File: src/display_pkg.sv
package display_pkg;

	// default panel geometry, two segments of eight rows by thirty-two columns
	localparam int def_segments = 2;
	localparam int def_rows = 8;
	localparam int def_columns = 32;
	localparam int def_bitdepth = 8;

	// red, green and blue per pixel
	localparam int colors = 3;

	// one color channel intensity
	typedef logic [def_bitdepth-1:0] channel_t;

	// all channels of one segment pixel, red in the low channel
	typedef channel_t [colors-1:0] pixel_t;

	// index width, at least one bit so single-entry ranges still get a counter
	function automatic int idx_w(input int n);
		return (n > 1) ? $clog2(n) : 1;
	endfunction

	// bits in one buffer word: every channel of every segment
	function automatic int word_w(input int segs, input int depth);
		return segs * colors * depth;
	endfunction

endpackage

File: src/matrix_driver.sv
`timescale 1ns/1ps

module matrix_driver #(
	parameter int segments = 2,
	parameter int rows = 8,
	parameter int columns = 32,
	parameter int bitdepth = 8
) (
	input logic clk,
	input logic rst_n,
	output logic [display_pkg::idx_w(rows)-1:0] rrow,
	output logic [display_pkg::idx_w(columns)-1:0] rcol,
	input logic [display_pkg::word_w(segments, bitdepth)-1:0] rdata,
	output logic [segments*display_pkg::colors-1:0] rgb,
	output logic oclk,
	output logic lat,
	output logic oe_n,
	output logic frame_complete,
	output logic [display_pkg::idx_w(rows)-1:0] row
);
	localparam int lanes = segments * display_pkg::colors;
	localparam int col_w = display_pkg::idx_w(columns);
	localparam int row_w = display_pkg::idx_w(rows);
	localparam int plane_w = display_pkg::idx_w(bitdepth);
	localparam int dwell_w = col_w + bitdepth + 1;
	localparam logic [col_w-1:0] last_col = col_w'(columns - 1);
	localparam logic [row_w-1:0] last_row = row_w'(rows - 1);
	localparam logic [plane_w-1:0] last_plane = plane_w'(bitdepth - 1);

	typedef enum logic [2:0] {
		st_blank,
		st_fetch,
		st_shift,
		st_latch,
		st_show
	} state_t;

	state_t state;
	logic ph;
	logic [col_w-1:0] col;
	logic [col_w-1:0] next_col;
	logic [row_w-1:0] cur_row;
	logic [plane_w-1:0] plane;
	logic [dwell_w-1:0] dwell;

	assign next_col = (col == last_col) ? '0 : col + 1'b1;

	// fetch one column ahead while the clock-high half of a bit is out
	assign rcol = (state == st_shift && ph) ? next_col : col;
	assign rrow = cur_row;

	always_ff @(posedge clk) begin
		if (!rst_n) begin
			state <= st_blank;
			ph <= 1'b0;
			col <= '0;
			cur_row <= '0;
			plane <= '0;
			dwell <= '0;
			row <= '0;
			rgb <= '0;
			oclk <= 1'b0;
			lat <= 1'b0;
			oe_n <= 1'b1;
			frame_complete <= 1'b0;
		end else begin
			frame_complete <= 1'b0;
			case (state)
				// gives a flip from the top level time to reach the read port
				st_blank: state <= st_fetch;
				st_fetch: state <= st_shift;
				st_shift: begin
					if (!ph) begin
						oclk <= 1'b0;
						for (int k = 0; k < lanes; k++) begin
							rgb[k] <= rdata[k * bitdepth + plane];
						end
						ph <= 1'b1;
					end else begin
						oclk <= 1'b1;
						ph <= 1'b0;
						col <= next_col;
						if (col == last_col) begin
							state <= st_latch;
						end
					end
				end
				st_latch: begin
					oclk <= 1'b0;
					lat <= 1'b1;
					// row pins move here, output is still blanked
					row <= cur_row;
					dwell <= dwell_w'(columns) << plane;
					state <= st_show;
				end
				default: begin
					lat <= 1'b0;
					if (dwell != '0) begin
						oe_n <= 1'b0;
						dwell <= dwell - 1'b1;
					end else begin
						oe_n <= 1'b1;
						state <= st_blank;
						if (plane == last_plane) begin
							plane <= '0;
							if (cur_row == last_row) begin
								cur_row <= '0;
								frame_complete <= 1'b1;
							end else begin
								cur_row <= cur_row + 1'b1;
							end
						end else begin
							plane <= plane + 1'b1;
						end
					end
				end
			endcase
		end
	end
endmodule

File: config.mk
export PLATFORM = sky130hd
export DESIGN_NAME = matrix_driver
export DESIGN_NICKNAME = d
export VERILOG_FILES = /design/src/display_pkg.sv /design/src/matrix_driver.sv
export SDC_FILE = /design/constraint.sdc
export NUM_CORES = 1
export LEC_CHECK = 0
export ABC_AREA = 0
export BUFFER_PORTS_ARGS = -buffer_cell sky130_fd_sc_hd__buf_2
export CAP_MARGIN = 30
export CORE_MARGIN = 2
export CORE_UTILIZATION = 40
export CTS_CLUSTER_SIZE = 16
export DETAILED_ROUTE_END_ITERATION = 7
export GPL_TIMING_DRIVEN = 0
export PLACE_DENSITY = 0.63
export SLEW_MARGIN = 10
export SYNTH_ARGS = -nofsm -noshare
export SYNTH_HDL_FRONTEND = slang
export SYNTH_SLANG_ARGS = --single-unit
File: constraint.sdc
create_clock -name clk -period 2.6 [get_ports clk]
set_input_delay 0.52 -clock clk [delete_from_list [all_inputs] [get_ports clk]]
set_output_delay 0.52 -clock clk [all_outputs]
set_load 0.05 [all_outputs]
==> run summary, run 1 <==
The number of buffer cells added on primary ports is 70. The fraction of the cycle the final worst path needs came out at 0.946. The count of final hold-check violations is 0. The total track usage came out at 0.198. The required time of the critical path is 2080 ps. Derived from the worst setup path, the maximum achievable clock frequency is 406 MHz.

The highest fanout seen on the critical path came out at 6. The synthesized design contains 0 enable-type register cells. For this run, design rule violations remaining after detail routing come to 0. Compared with the post-synthesis result, the final layout area differs by 24.9%. The path type of the worst min-delay path is flip-flop to flip-flop. The final total negative setup slack came out at 0 ps.

The reported leakage power is 0.00126 uW. Setup repair after global routing left no endpoint under its margin. The number of instances in the synthesized netlist is approximately 270. The number of storage elements in the synthesis netlist is 42.

The share of layout cells above drive strength 1 is 0.333. The data arrival time of the critical path is slightly below 2000 ps. The die footprint is 6730 um^2. The flow ran to the end, and the final reports show no timing, DRC or antenna violations. For this configuration, the core starts out at a cell density of 0.414. The number of diodes added for antenna fixing is 0. The height of the die came out at 82.0 um. The summed instance area of the synthesized netlist came out at roughly 2400 um^2.

The worst setup path is of the flip-flop to primary output kind. The fraction of registers with async set or reset after synthesis came out at 0. The most frequently used flop master after synthesis is dfxtp_1. By area the synthesized netlist is led by dfxtp_1 (35%), mux4_2 (11%), ha_1 (5.7%), nand2_1 (5.1%), a21oi_1 (4.7%).

For this block, wires on met1 add up to 3.02 mm. The floorplan die width came out at 82.0 um. The placed cell count is 414. Entering global routing, the biggest net connects 15 pins. The TritonCTS buffer count is 5. The HPWL after detailed placement came out at 4.70 mm. The routed wire length per instance came out at 14.6 um. The number of I/O pins is 71. The worst register-to-register path has a depth of 7.

The critical path starts at col[0]. The worst slew margin relative to its limit came out at 0.579. The number of pins with negative max-slew slack in the final report is 0. The tool flagged a number of max-cap violations equal to 0. The via count of the routed design came out at 2337. The number of standard-cell rows in the floorplan is 28. The end of the critical path is rcol[2]. CTS placed an instance of clkbuf_8 at the clock tree root. Between clock sinks in the finished design, the worst skew comes to ~7.6 ps. Subtracting the final worst setup slack from the clock period gives 2460 ps.

The maximum VDD drop came out at 0.000431 V. The number of cells in the finished layout apart from fillers came out at 423. The cell accounting for the most synthesized area is dfxtp_1. TritonCTS built the clock tree. The length of the first detailed-routing pass in iterations is 4. The number of DRC markers after the initial detailed-route iteration came out at 185. The length of routed met2 wiring is between 2 and 3 mm.

At the end of routability-driven placement, the weighted congestion stood at ~0.83. The final setup violation count is 0. The proportion of synthesized chip area in sequential cells came out at 0.345. The synthesized area divided by synthesized cell count is 9.05 um^2. The critical path launch point type is a flip-flop. The area share of the largest cell type after synthesis is 0.345. The reg2reg setup slack is 310 ps. The final antenna-violating net count came out at 0. Clock-pin slew was measured on the worst setup and hold paths at 90 ps. In this run the most critical hold path is launched from row[2]. The count of warnings emitted by yosys came out at 0. The worst register-to-register path ends at dwell[5]. The first-pass GRT wire length came out at 10.2 mm. The number of nets produced by synthesis came out at between 300 and 400.

The met3 routed wirelength came out at 303 um. The area of the core is between 5000 and 6000 um^2. In this run the critical register-to-register path is launched from dwell[0]. The overflow left after global routing came out at 0. The number of antenna violations at the first check in global routing came to 0. The via density per instance came out at 5.52. For this design the ratio of total power to cell area is 725 nW/um^2. Clock latency on the worst-skew pair, taken at its later pin, is 300 ps.

The kind of end point of the critical path is a primary output. The via count of the first global-routing pass is 2079. The hold path depth came out at 2. The total routed wirelength came out at 6.19 mm. The uppermost metal layer occupied by signal nets is met4. The longest clock path from root to sink contains 2 buffers. The sink count of the clock tree came out at 42. The netlist uses 53 different library cells.

In this run the number of H-tree levels came out at 2. The number of nets in the finished design is slightly above 400. At the pin with the least slew margin, the transition time is 626 ps.
==> final cells by class <==
type | instances | area [um^2]
Timing Repair Buffer | 71 | 368
Buffer | 15 | 63.8
Clock inverter | 3 | 45.0
Fill cell | 567 | 2850
Clock buffer | 5 | 68.8
Sequential cell | 42 | 843
Inverter | 11 | 41.3
Multi-Input combinational cell | 201 | 1520
Tap cell | 75 | 93.8
==> report_power, final <==
| part | switching, uW | total [uW] | internal [uW] |
|---|---|---|---|
| combinational | 520 | 867 | 347 |
| clock | 245 | 531 | 286 |
| sequential | 79.0 | 805 | 726 |
| total | 844 | 2200 | 1360 |
==> worst min-delay path by stage <==
stage / to / slack, ps
after CTS: row[2] / 460
final: row[2] / 450
after global routing: oe_n / 500
after global placement: row[2] / 440
after floorplan: dwell[1] / 480
after detailed placement: row[2] / 450
==> per-stage QoR <==
step | hold slack [ps] | power, uW | instance area (um^2) | setup WS [ps] | utilization
after floorplan | 476 | 1470 | 2430 | 168 | -
final | 454 | 2200 | 3040 | 140 | 0.517
after detailed placement | 446 | 1680 | 2880 | 112 | 0.489
after global placement | 439 | 1670 | 2880 | 94.1 | 0.489
after CTS | 459 | 2200 | 3040 | 2.97 | 0.516
after global routing | 500 | 2350 | 3040 | 82.8 | 0.517
==> cell families after synthesis <==
kind of cell	share of synthesized area
XOR/XNOR	0.00360
AO/OA/AOI/OAI	0.189
multiplexers	0.116
adder cells (fa/ha/maj)	0.0565
flip-flops	0.345
AND/OR/NAND/NOR	0.248
buffers and inverters	0.0427
==> worst max-delay path, cell delays in order, from the launching register on <==
cell     delay (ps)
dfxtp_2         330
ha_2            180
and3_4          190
ha_4            170
or4b_4          510
nand2_2         100
buf_8           140
==> repair_timing <==
item / 4_1_cts / 5_1_grt
resized for setup: 11 / 2
setup endpoints to repair: 1 / 1
pin swaps: 1 / 1
hold buffers: 0 / 0
setup buffers: 1 / 0
hold endpoints to repair: 0 / 0
==> flip-flops by register name, summed over array words and instances (netlist names) <==
name            flops
col                 5
row                 3
oclk                1
plane               3
frame_complete      1
rrow                3
state               3
rgb                 6
ph                  1
dwell              14
oe_n                1
lat                 1
==> metal layers <==
metal	up-vias	GRT usage
li1	1169	-
met1	1091	0.290
met2	68	0.288
met3	9	0.0396
met4	0	0.0667
met5	-	0
==> layout by cell type, fill, tap and decap left out, drive strengths merged, types with 6 or more instances in the layout <==
cell / synthesis / final
a21oi: 23 / 23
a31oi: 7 / 7
and2: 6 / 6
buf: 4 / 76
clkbuf: 11 / 15
dfxtp: 42 / 42
ha: 11 / 11
inv: 10 / 10
mux4: 12 / 12
nand2: 33 / 33
nand3: 11 / 11
nor2: 13 / 13
nor3: 11 / 11
o21ai: 17 / 17
or4b: 6 / 6
==> cell usage after synthesis, types with 3 or more instances <==
| library cell | number |
|---|---|
| a32o_1 | 3 |
| a211oi_1 | 3 |
| and3_1 | 3 |
| clkbuf_1 | 10 |
| dfxtp_1 | 42 |
| o31ai_1 | 3 |
| mux4_2 | 12 |
| buf_2 | 4 |
| a31oi_1 | 7 |
| nand3_1 | 11 |
| inv_1 | 10 |
| nor3_1 | 10 |
| or4b_1 | 3 |
| or4b_2 | 3 |
| nand2b_1 | 3 |
| nor2_1 | 13 |
| a21oi_1 | 23 |
| nand2_1 | 33 |
| o21ai_0 | 17 |
| ha_1 | 11 |
| and2_1 | 6 |
Power figures use the tool's default switching activity.
==> run 2, diff against run 1 <==
clock period = 2.4 ns   (was 2.6 ns; I/O delays follow)
==> run 2 against run 1 <==
  * Utilization is 1.2 points higher
  * Largest cell class unchanged
  * Worst hold slack worse by 0.81 ps
  * Register-to-register slack worse by 70 ps
  * Die area stayed put
  * Routed wire length is 0.40% higher
  * Critical path depth stayed put
  * Setup slack worse by 65 ps
==> run summary, run 2 (synthesized netlist as in run 1, its figures left out) <==
The via count of the first global-routing pass is 2087 (+0.38%). The routed wire length per instance came out at 14.6 um (-0.30%). Traced cell by cell, the critical path runs through ha_4 -> and3_4 -> ha_4 -> or4b_4 -> nand2_4 -> buf_8.

The clock latency at the later pin of the worst-skew pair came to 300 ps (about the same). The worst register-to-register path begins at dwell[0]. The multi-input gate area in the final layout is 1540 um^2 (+1.6%). The H-tree level count came to 2 (unchanged).

The maximum clock frequency is 430 MHz. The post-detailed-route DRC marker count came out at 0 (unchanged). The initial standard-cell utilization of the core is 0.414 (unchanged). The share of layout cells above drive strength 1 came out at 0.345 (+0.0114). The final setup violation count is 0 (unchanged).

The final antenna-violating net count was 0 (unchanged). The area taken by flip-flops and latches came out at 846 um^2 (+0.30%). The clock slew at the register clock pins of the worst setup and hold paths is 90 ps (about the same). TritonCTS built the clock tree. The number of standard-cell rows in the floorplan came out at 28 (unchanged). The total of hold buffers inserted after clock tree synthesis is 0 (unchanged). The pin count of the biggest net entering global routing is 15 (unchanged).

The launching instance or port of the critical path is col[0]. The fraction of the cycle the final worst path needs came out at 0.969. The number of cells in the finished layout apart from fillers was 426 (+0.71%). The largest registers in the layout are dwell: 14 flops, rgb: 6 flops, col: 5 flops. The via count of the routed design is 2350 (+0.56%).

The cell with the biggest individual delay on the critical path is or4b_4. The height of the die came out at 82.0 um (unchanged). The highest fanout seen on the critical path is 3 (-3).

The via density per instance is 5.52 (-0.15%). The area growth from synthesis to layout is 27.7%. The total routed wirelength came out at 6.22 mm (+0.40%).

The reg2reg setup slack is 240 ps (-70 ps). The TritonCTS buffer count came out at 5 (unchanged). dwell holds more flip-flops than any other register. The slew at the pin closest to its max-slew limit is 601 ps (-25.7 ps).

The worst path setup slack after routing is 74.9 ps (-65.0 ps). The number of pins with negative max-slew slack in the final report is 0 (unchanged). The worst-case clock skew is 6.71 ps (-0.902 ps). The die footprint is 6730 um^2 (unchanged). Counting I/O delays and the setup requirement, the final critical path takes about 2300 ps.

The maximum buffer depth of the clock tree came out at 2 (unchanged). The areal power density over the cells came out at 774 nW/um^2 (+6.8%). The final standard cell area without fillers came out at 3110 um^2 (+2.3%).

The first-pass GRT wire length came out at 10.2 mm (about the same). The length of the first detailed-routing pass in iterations came to 4 (unchanged). The overflow left after global routing is 0 (unchanged).

The startpoint identified for the worst hold timing path is row[2]. The number of fill cells is 554 (-2.3%). Setup repair after global routing left no endpoint under its margin. The required time of the critical path is 1920 ps (-160 ps). The tree is rooted in a clkbuf_8.

The cell that appears most often on the critical path is ha_4. The placed cell count came out at 414 (unchanged). The count of maximum capacitance violations is 0 (unchanged).

The worst slack after detailed placement came to -48.5 ps (-160 ps). The number of antenna violations at the first check in global routing came to 0 (unchanged). The path class of the tightest hold or removal check is flip-flop to flip-flop.

The number of flip-flops under the largest register name came out at 14 (unchanged). The count of final hold-check violations is 0 (unchanged). The final core area utilization is 0.528 (+0.0117). The final total negative setup slack is 0 ps (unchanged). The total track usage is 0.198 (+0.000648).

The maximum VDD drop is 0.000470 V (+9.0%). The worst slew margin relative to its limit came out at 0.597 (+0.0172). The number of buffer cells added on primary ports came out at 70 (unchanged). The data arrival time of the critical path came out at 1850 ps (-90 ps). The buffering stage count on the worst path with inverters included was 1 (unchanged). Leaving out fill and tap cells, the most frequent cells in the layout are buf_2 (69), dfxtp_1 (38), nand2_1 (32).

The final weighted congestion in routability-driven placement came out at 0.831 (unchanged). STA classifies the critical path startpoint as a flip-flop. The worst setup path is of the flip-flop to primary output kind. Broken down by cell family, the worst path's largest delay share belongs to simple AND/OR/NAND/NOR gates. The number of I/O pins is 71 (unchanged). The number of DRC markers after the initial detailed-route iteration is 152 (-18%). The number of diodes added for antenna fixing was 0 (unchanged). The number of nets in the finished design was 411 (+0.74%).

The HPWL after detailed placement is 4.70 mm (unchanged). The worst setup path is captured at a primary output. The flow ran to the end, and the final reports show no timing, DRC or antenna violations. The floorplan die width is 82.0 um (unchanged). The longest individual stage delay on the worst path came out at 490 ps (-20 ps). The area of the core is 5890 um^2 (unchanged). The sink count of the clock tree came out at 42 (unchanged). The reported leakage power came out at 0.00129 uW (+2.7%).

The most common cell after layout, fill and taps aside is buf_2. The instance area at placement is 2880 um^2 (unchanged).
run 2: cell types whose count changed in the layout (fill, tap and decap cells not counted), sizes merged:
| cell | previous run | this run |
|---|---|---|
| buf | 76 | 78 |
| clkbuf | 15 | 16 |
run 2: cell type report:
cell class,instances,area share
Buffer,13,0.0193
Clock buffer,5,0.0221
Clock inverter,3,0.0145
Inverter,11,0.0133
Multi-Input combinational cell,201,0.495
Sequential cell,42,0.272
Tap cell,75,0.0302
Timing Repair Buffer,76,0.133
run 2: path summary, 6_finish.rpt:
path,endpoint,depth (start not counted)
min,row[2],2
min reg2reg,row[2],2
max,rcol[2],6
max reg2reg,plane[2],8
run 2: metrics by stage:
| step | hold WS (ps) | total power, uW |
|---|---|---|
| after floorplan | 476 | 1590 |
| after global placement | 439 | 1810 |
| after detailed placement | 446 | 1820 |
| after CTS | 459 | 2390 |
| after global routing | 499 | 2560 |
| final | 453 | 2410 |
run 2: power breakdown:
group          leakage (uW)  internal [uW]  switching, uW  total [uW]
Combinational      0.000896            392            551         943
Clock             0.0000504            310            262         571
Sequential         0.000343            788            103         892
run 2: routing by layer:
layer,GRT usage,wire [um],vias to the layer above
li1,-,-,1178
met1,0.288,2940,1077
met2,0.293,2750,86
met3,0.0396,419,9
met4,0.0667,107,0
met5,0,0,-
run 2: repair_timing:
item | 4_1_cts | 5_1_grt
setup buffers | 3 | 3
resized for setup | 14 | 10
setup endpoints to repair | 2 | 8
pin swaps | 1 | 3
run 2: worst reg2reg max path, delay by kind of cell (launching register included):
family	cells	cell delay, ps
buf+inv	3	460
flops	1	330
compound gates	1	230
simple gates	3	850
fa+ha+maj	1	210
==> run 3, diff against run 2 <==
CORE_MARGIN = 1   (was 2)
RECOVER_POWER = 100   (was unset)
==> run 3 against run 2 <==
  * The run now ends with setup timing left
  * Clock power decreased by 13%
  * Cell area decreased by 2.4%
  * Sequential cell count unchanged
  * Non-clock buffer count increased by 1
  * Sequential share of layout area increased by 0.58 points
  * Utilization decreased by 1.3 points
  * Largest power group unchanged
==> run summary, run 3 (synthesized netlist as in run 1, its figures left out) <==
The signal on the critical path passes through ha_2 -> and3_4 -> ha_4 -> or4b_4 -> nand2_4 -> buf_8. The die footprint is 6400 um^2 (-4.8%). The first-pass GRT wire length is 10.4 mm (+1.6%).

The final weighted congestion in routability-driven placement came out at 0.852 (+2.5%). The clock latency at the later pin of the worst-skew pair is 310 ps (about the same). The buffering stage count on the worst path with inverters included is 1 (unchanged). The initial standard-cell utilization of the core is 0.414 (unchanged). The share of layout cells above drive strength 1 came to 0.281 (-0.0635). In this run the worst setup path terminates at rcol[2]. The worst path setup slack after routing is -9.48 ps (-84.4 ps).

The maximum buffer depth of the clock tree was 2 (unchanged). The library cells used most frequently in the layout, excluding fill and tap cells, are buf_2 (50), dfxtp_1 (40), nand2_1 (32). The via count of the routed design is 2381 (+1.3%). The areal power density over the cells was 762 nW/um^2 (-1.5%). TritonCTS built the clock tree.

The number of buffer cells added on primary ports came out at 70 (unchanged). The number of DRC markers after the initial detailed-route iteration is 145 (-4.6%). The total of hold buffers inserted after clock tree synthesis was 0 (unchanged). The count of maximum capacitance violations is 0 (unchanged). The final critical path time including I/O delays and setup came out at 2410 ps (+84.4 ps). The root buffer cell chosen for the clock tree is clkbuf_8. The routed wire length per instance was 15.4 um (+5.4%). The data arrival time of the critical path is 1930 ps (+80 ps). The number of flip-flops under the largest register name came to 14 (unchanged). The required time of the critical path was 1920 ps (about the same).

The kind of end point of the critical path is a primary output. The cell depth of the worst flop-to-flop path came to 8 (unchanged). The register with the most flip-flops in the final layout is dwell. The via count of the first global-routing pass came to 2081 (-0.29%). The slew at the pin closest to its max-slew limit came out at 612 ps (+11.2 ps).

The maximum VDD drop came out at 0.000324 V (-31%). The longest individual stage delay on the worst path came out at 520 ps (+30 ps). The number of cells in the finished layout apart from fillers came out at 427 (+0.23%). The kind of cell adding the most delay to the critical path is simple AND/OR/NAND/NOR gates. The floorplan die width came out at 80.0 um (-2.4%).

The clock slew at the register clock pins of the worst setup and hold paths is 100 ps (about the same). The TritonCTS buffer count came out at 5 (unchanged). The number of diodes added for antenna fixing came out at 0 (unchanged). The placed cell count came out at 414 (unchanged). The final setup violation count came out at 1 (+1). The pin count of the biggest net entering global routing is 16 (+1). The number of antenna violations at the first check in global routing is 0 (unchanged). The number of standard-cell rows in the floorplan was 28 (unchanged).

The area of the core came out at 5890 um^2 (unchanged). The height of the die is 80.0 um (-2.4%). The sink count of the clock tree was 42 (unchanged). The number of I/O pins is 71 (unchanged). Tracing the worst setup path back leads to its startpoint at col[0].

The area growth from synthesis to layout is 24.7%. The count of final hold-check violations was 0 (unchanged). The number of pins with negative max-slew slack in the final report is 0 (unchanged). The length of the first detailed-routing pass in iterations is 4 (unchanged). The H-tree level count came out at 2 (unchanged). The final hold slack was 463 ps (+9.83 ps).

Setup repair after global routing could not meet its margin everywhere. The worst slew margin relative to its limit is 0.589 (-0.00754). In this run the critical register-to-register path is launched from dwell[0]. The HPWL after detailed placement came out at 4.75 mm (+1.1%). The hold path depth is 2 (unchanged).

The fraction of the cycle the final worst path needs is 1.00 (+0.0352). The final reports fail on setup timing. STA classifies the critical path startpoint as a flip-flop. The reg2reg setup slack is 60 ps (-180 ps). Leaving out fill and tap cells, the most frequent cell in the layout is buf_2. The worst-case clock skew is 10.5 ps (+3.75 ps).

The run finished, with violations left. The post-detailed-route DRC marker count came to 0 (unchanged). The number of nets in the finished design came out at 412 (+0.24%).

The reported leakage power is 0.00121 uW (-6.5%). The total routed wirelength came to 6.56 mm (+5.6%). The via density per instance came out at 5.58 (+1.1%).

The final antenna-violating net count came to 0 (unchanged). The start-to-end type of the worst setup path is flip-flop to primary output. The overflow left after global routing is 0 (unchanged). The endpoint identified for the worst register-to-register timing path is plane[2].

The instance count on the critical path came to 6 (unchanged). In the final layout, the registers with the most flip-flops are dwell: 14 flops, rgb: 6 flops, col: 5 flops. The maximum clock frequency came out at 415 MHz (-3.5%). The slowest stage of the critical path is the or4b_4 cell. The worst hold path belongs to the class flip-flop to flip-flop. The highest fanout seen on the critical path is 3 (unchanged).

The total track usage is 0.210 (+0.0120).
## run 3: worst register-to-register path, cell delays in order (launching register included)
cell	delay, ps
dfxtp_1	340
inv_1	90
ha_1	200
or4b_1	450
clkbuf_1	180
nor4_1	380
clkbuf_1	330
nor2_1	70
a211oi_1	220
## run 3: per-layer routing
layer | vias to the layer above | share of wire | global-route usage
met4 | 0 | 0.012 | 0.0554
met5 | - | 0 | 0
met2 | 62 | 0.46 | 0.328
met3 | 6 | 0.039 | 0.0320
met1 | 1133 | 0.49 | 0.301
li1 | 1180 | - | -
## run 3: power by group
group          internal [uW]  switching (uW)
Sequential               787            94.1
Clock                    210             287
Combinational            377             558
## run 3: cell type report
class / instances / area, um^2
well taps: 75 / 93.8
multi-input cells: 201 / 1520
repair buffers: 76 / 382
flip-flops and latches: 42 / 843
inverters: 11 / 41.3
plain buffers: 14 / 66.3
clock inverters: 3 / 25.0
fillers: 580 / 2850
clock buffers: 5 / 68.8
## run 3: worst min-delay path by stage
stage,startpoint,endpoint
5_1_grt,row[1],row[1]
3_5_place_dp,oe_n,oe_n
2_1_floorplan,dwell[1],dwell[1]
4_1_cts,row[2],row[2]
3_3_place_gp,row[2],row[2]
6_report,row[0],row[0]
## run 3: what timing repair did
action / 4_1_cts / 5_1_grt
pin swaps: 1 / 1
resized for setup: 15 / 5
buffers inserted: 3 / 3
endpoints found under the setup margin: 2 / 8
## run 3: stage by stage
step                      total power (uW)  area (um^2)   util  TNS, ps  setup slack (ps)
after floorplan                       1590         2430      -        0              8.00
after global placement                1800         2880  0.489    -50.6             -50.6
after detailed placement              1820         2880  0.489    -55.0             -55.0
after CTS                             2320         3050  0.518        0              7.22
after global routing                  2470         3040  0.516     -152             -51.1
final                                 2310         3040  0.516    -9.48             -9.48
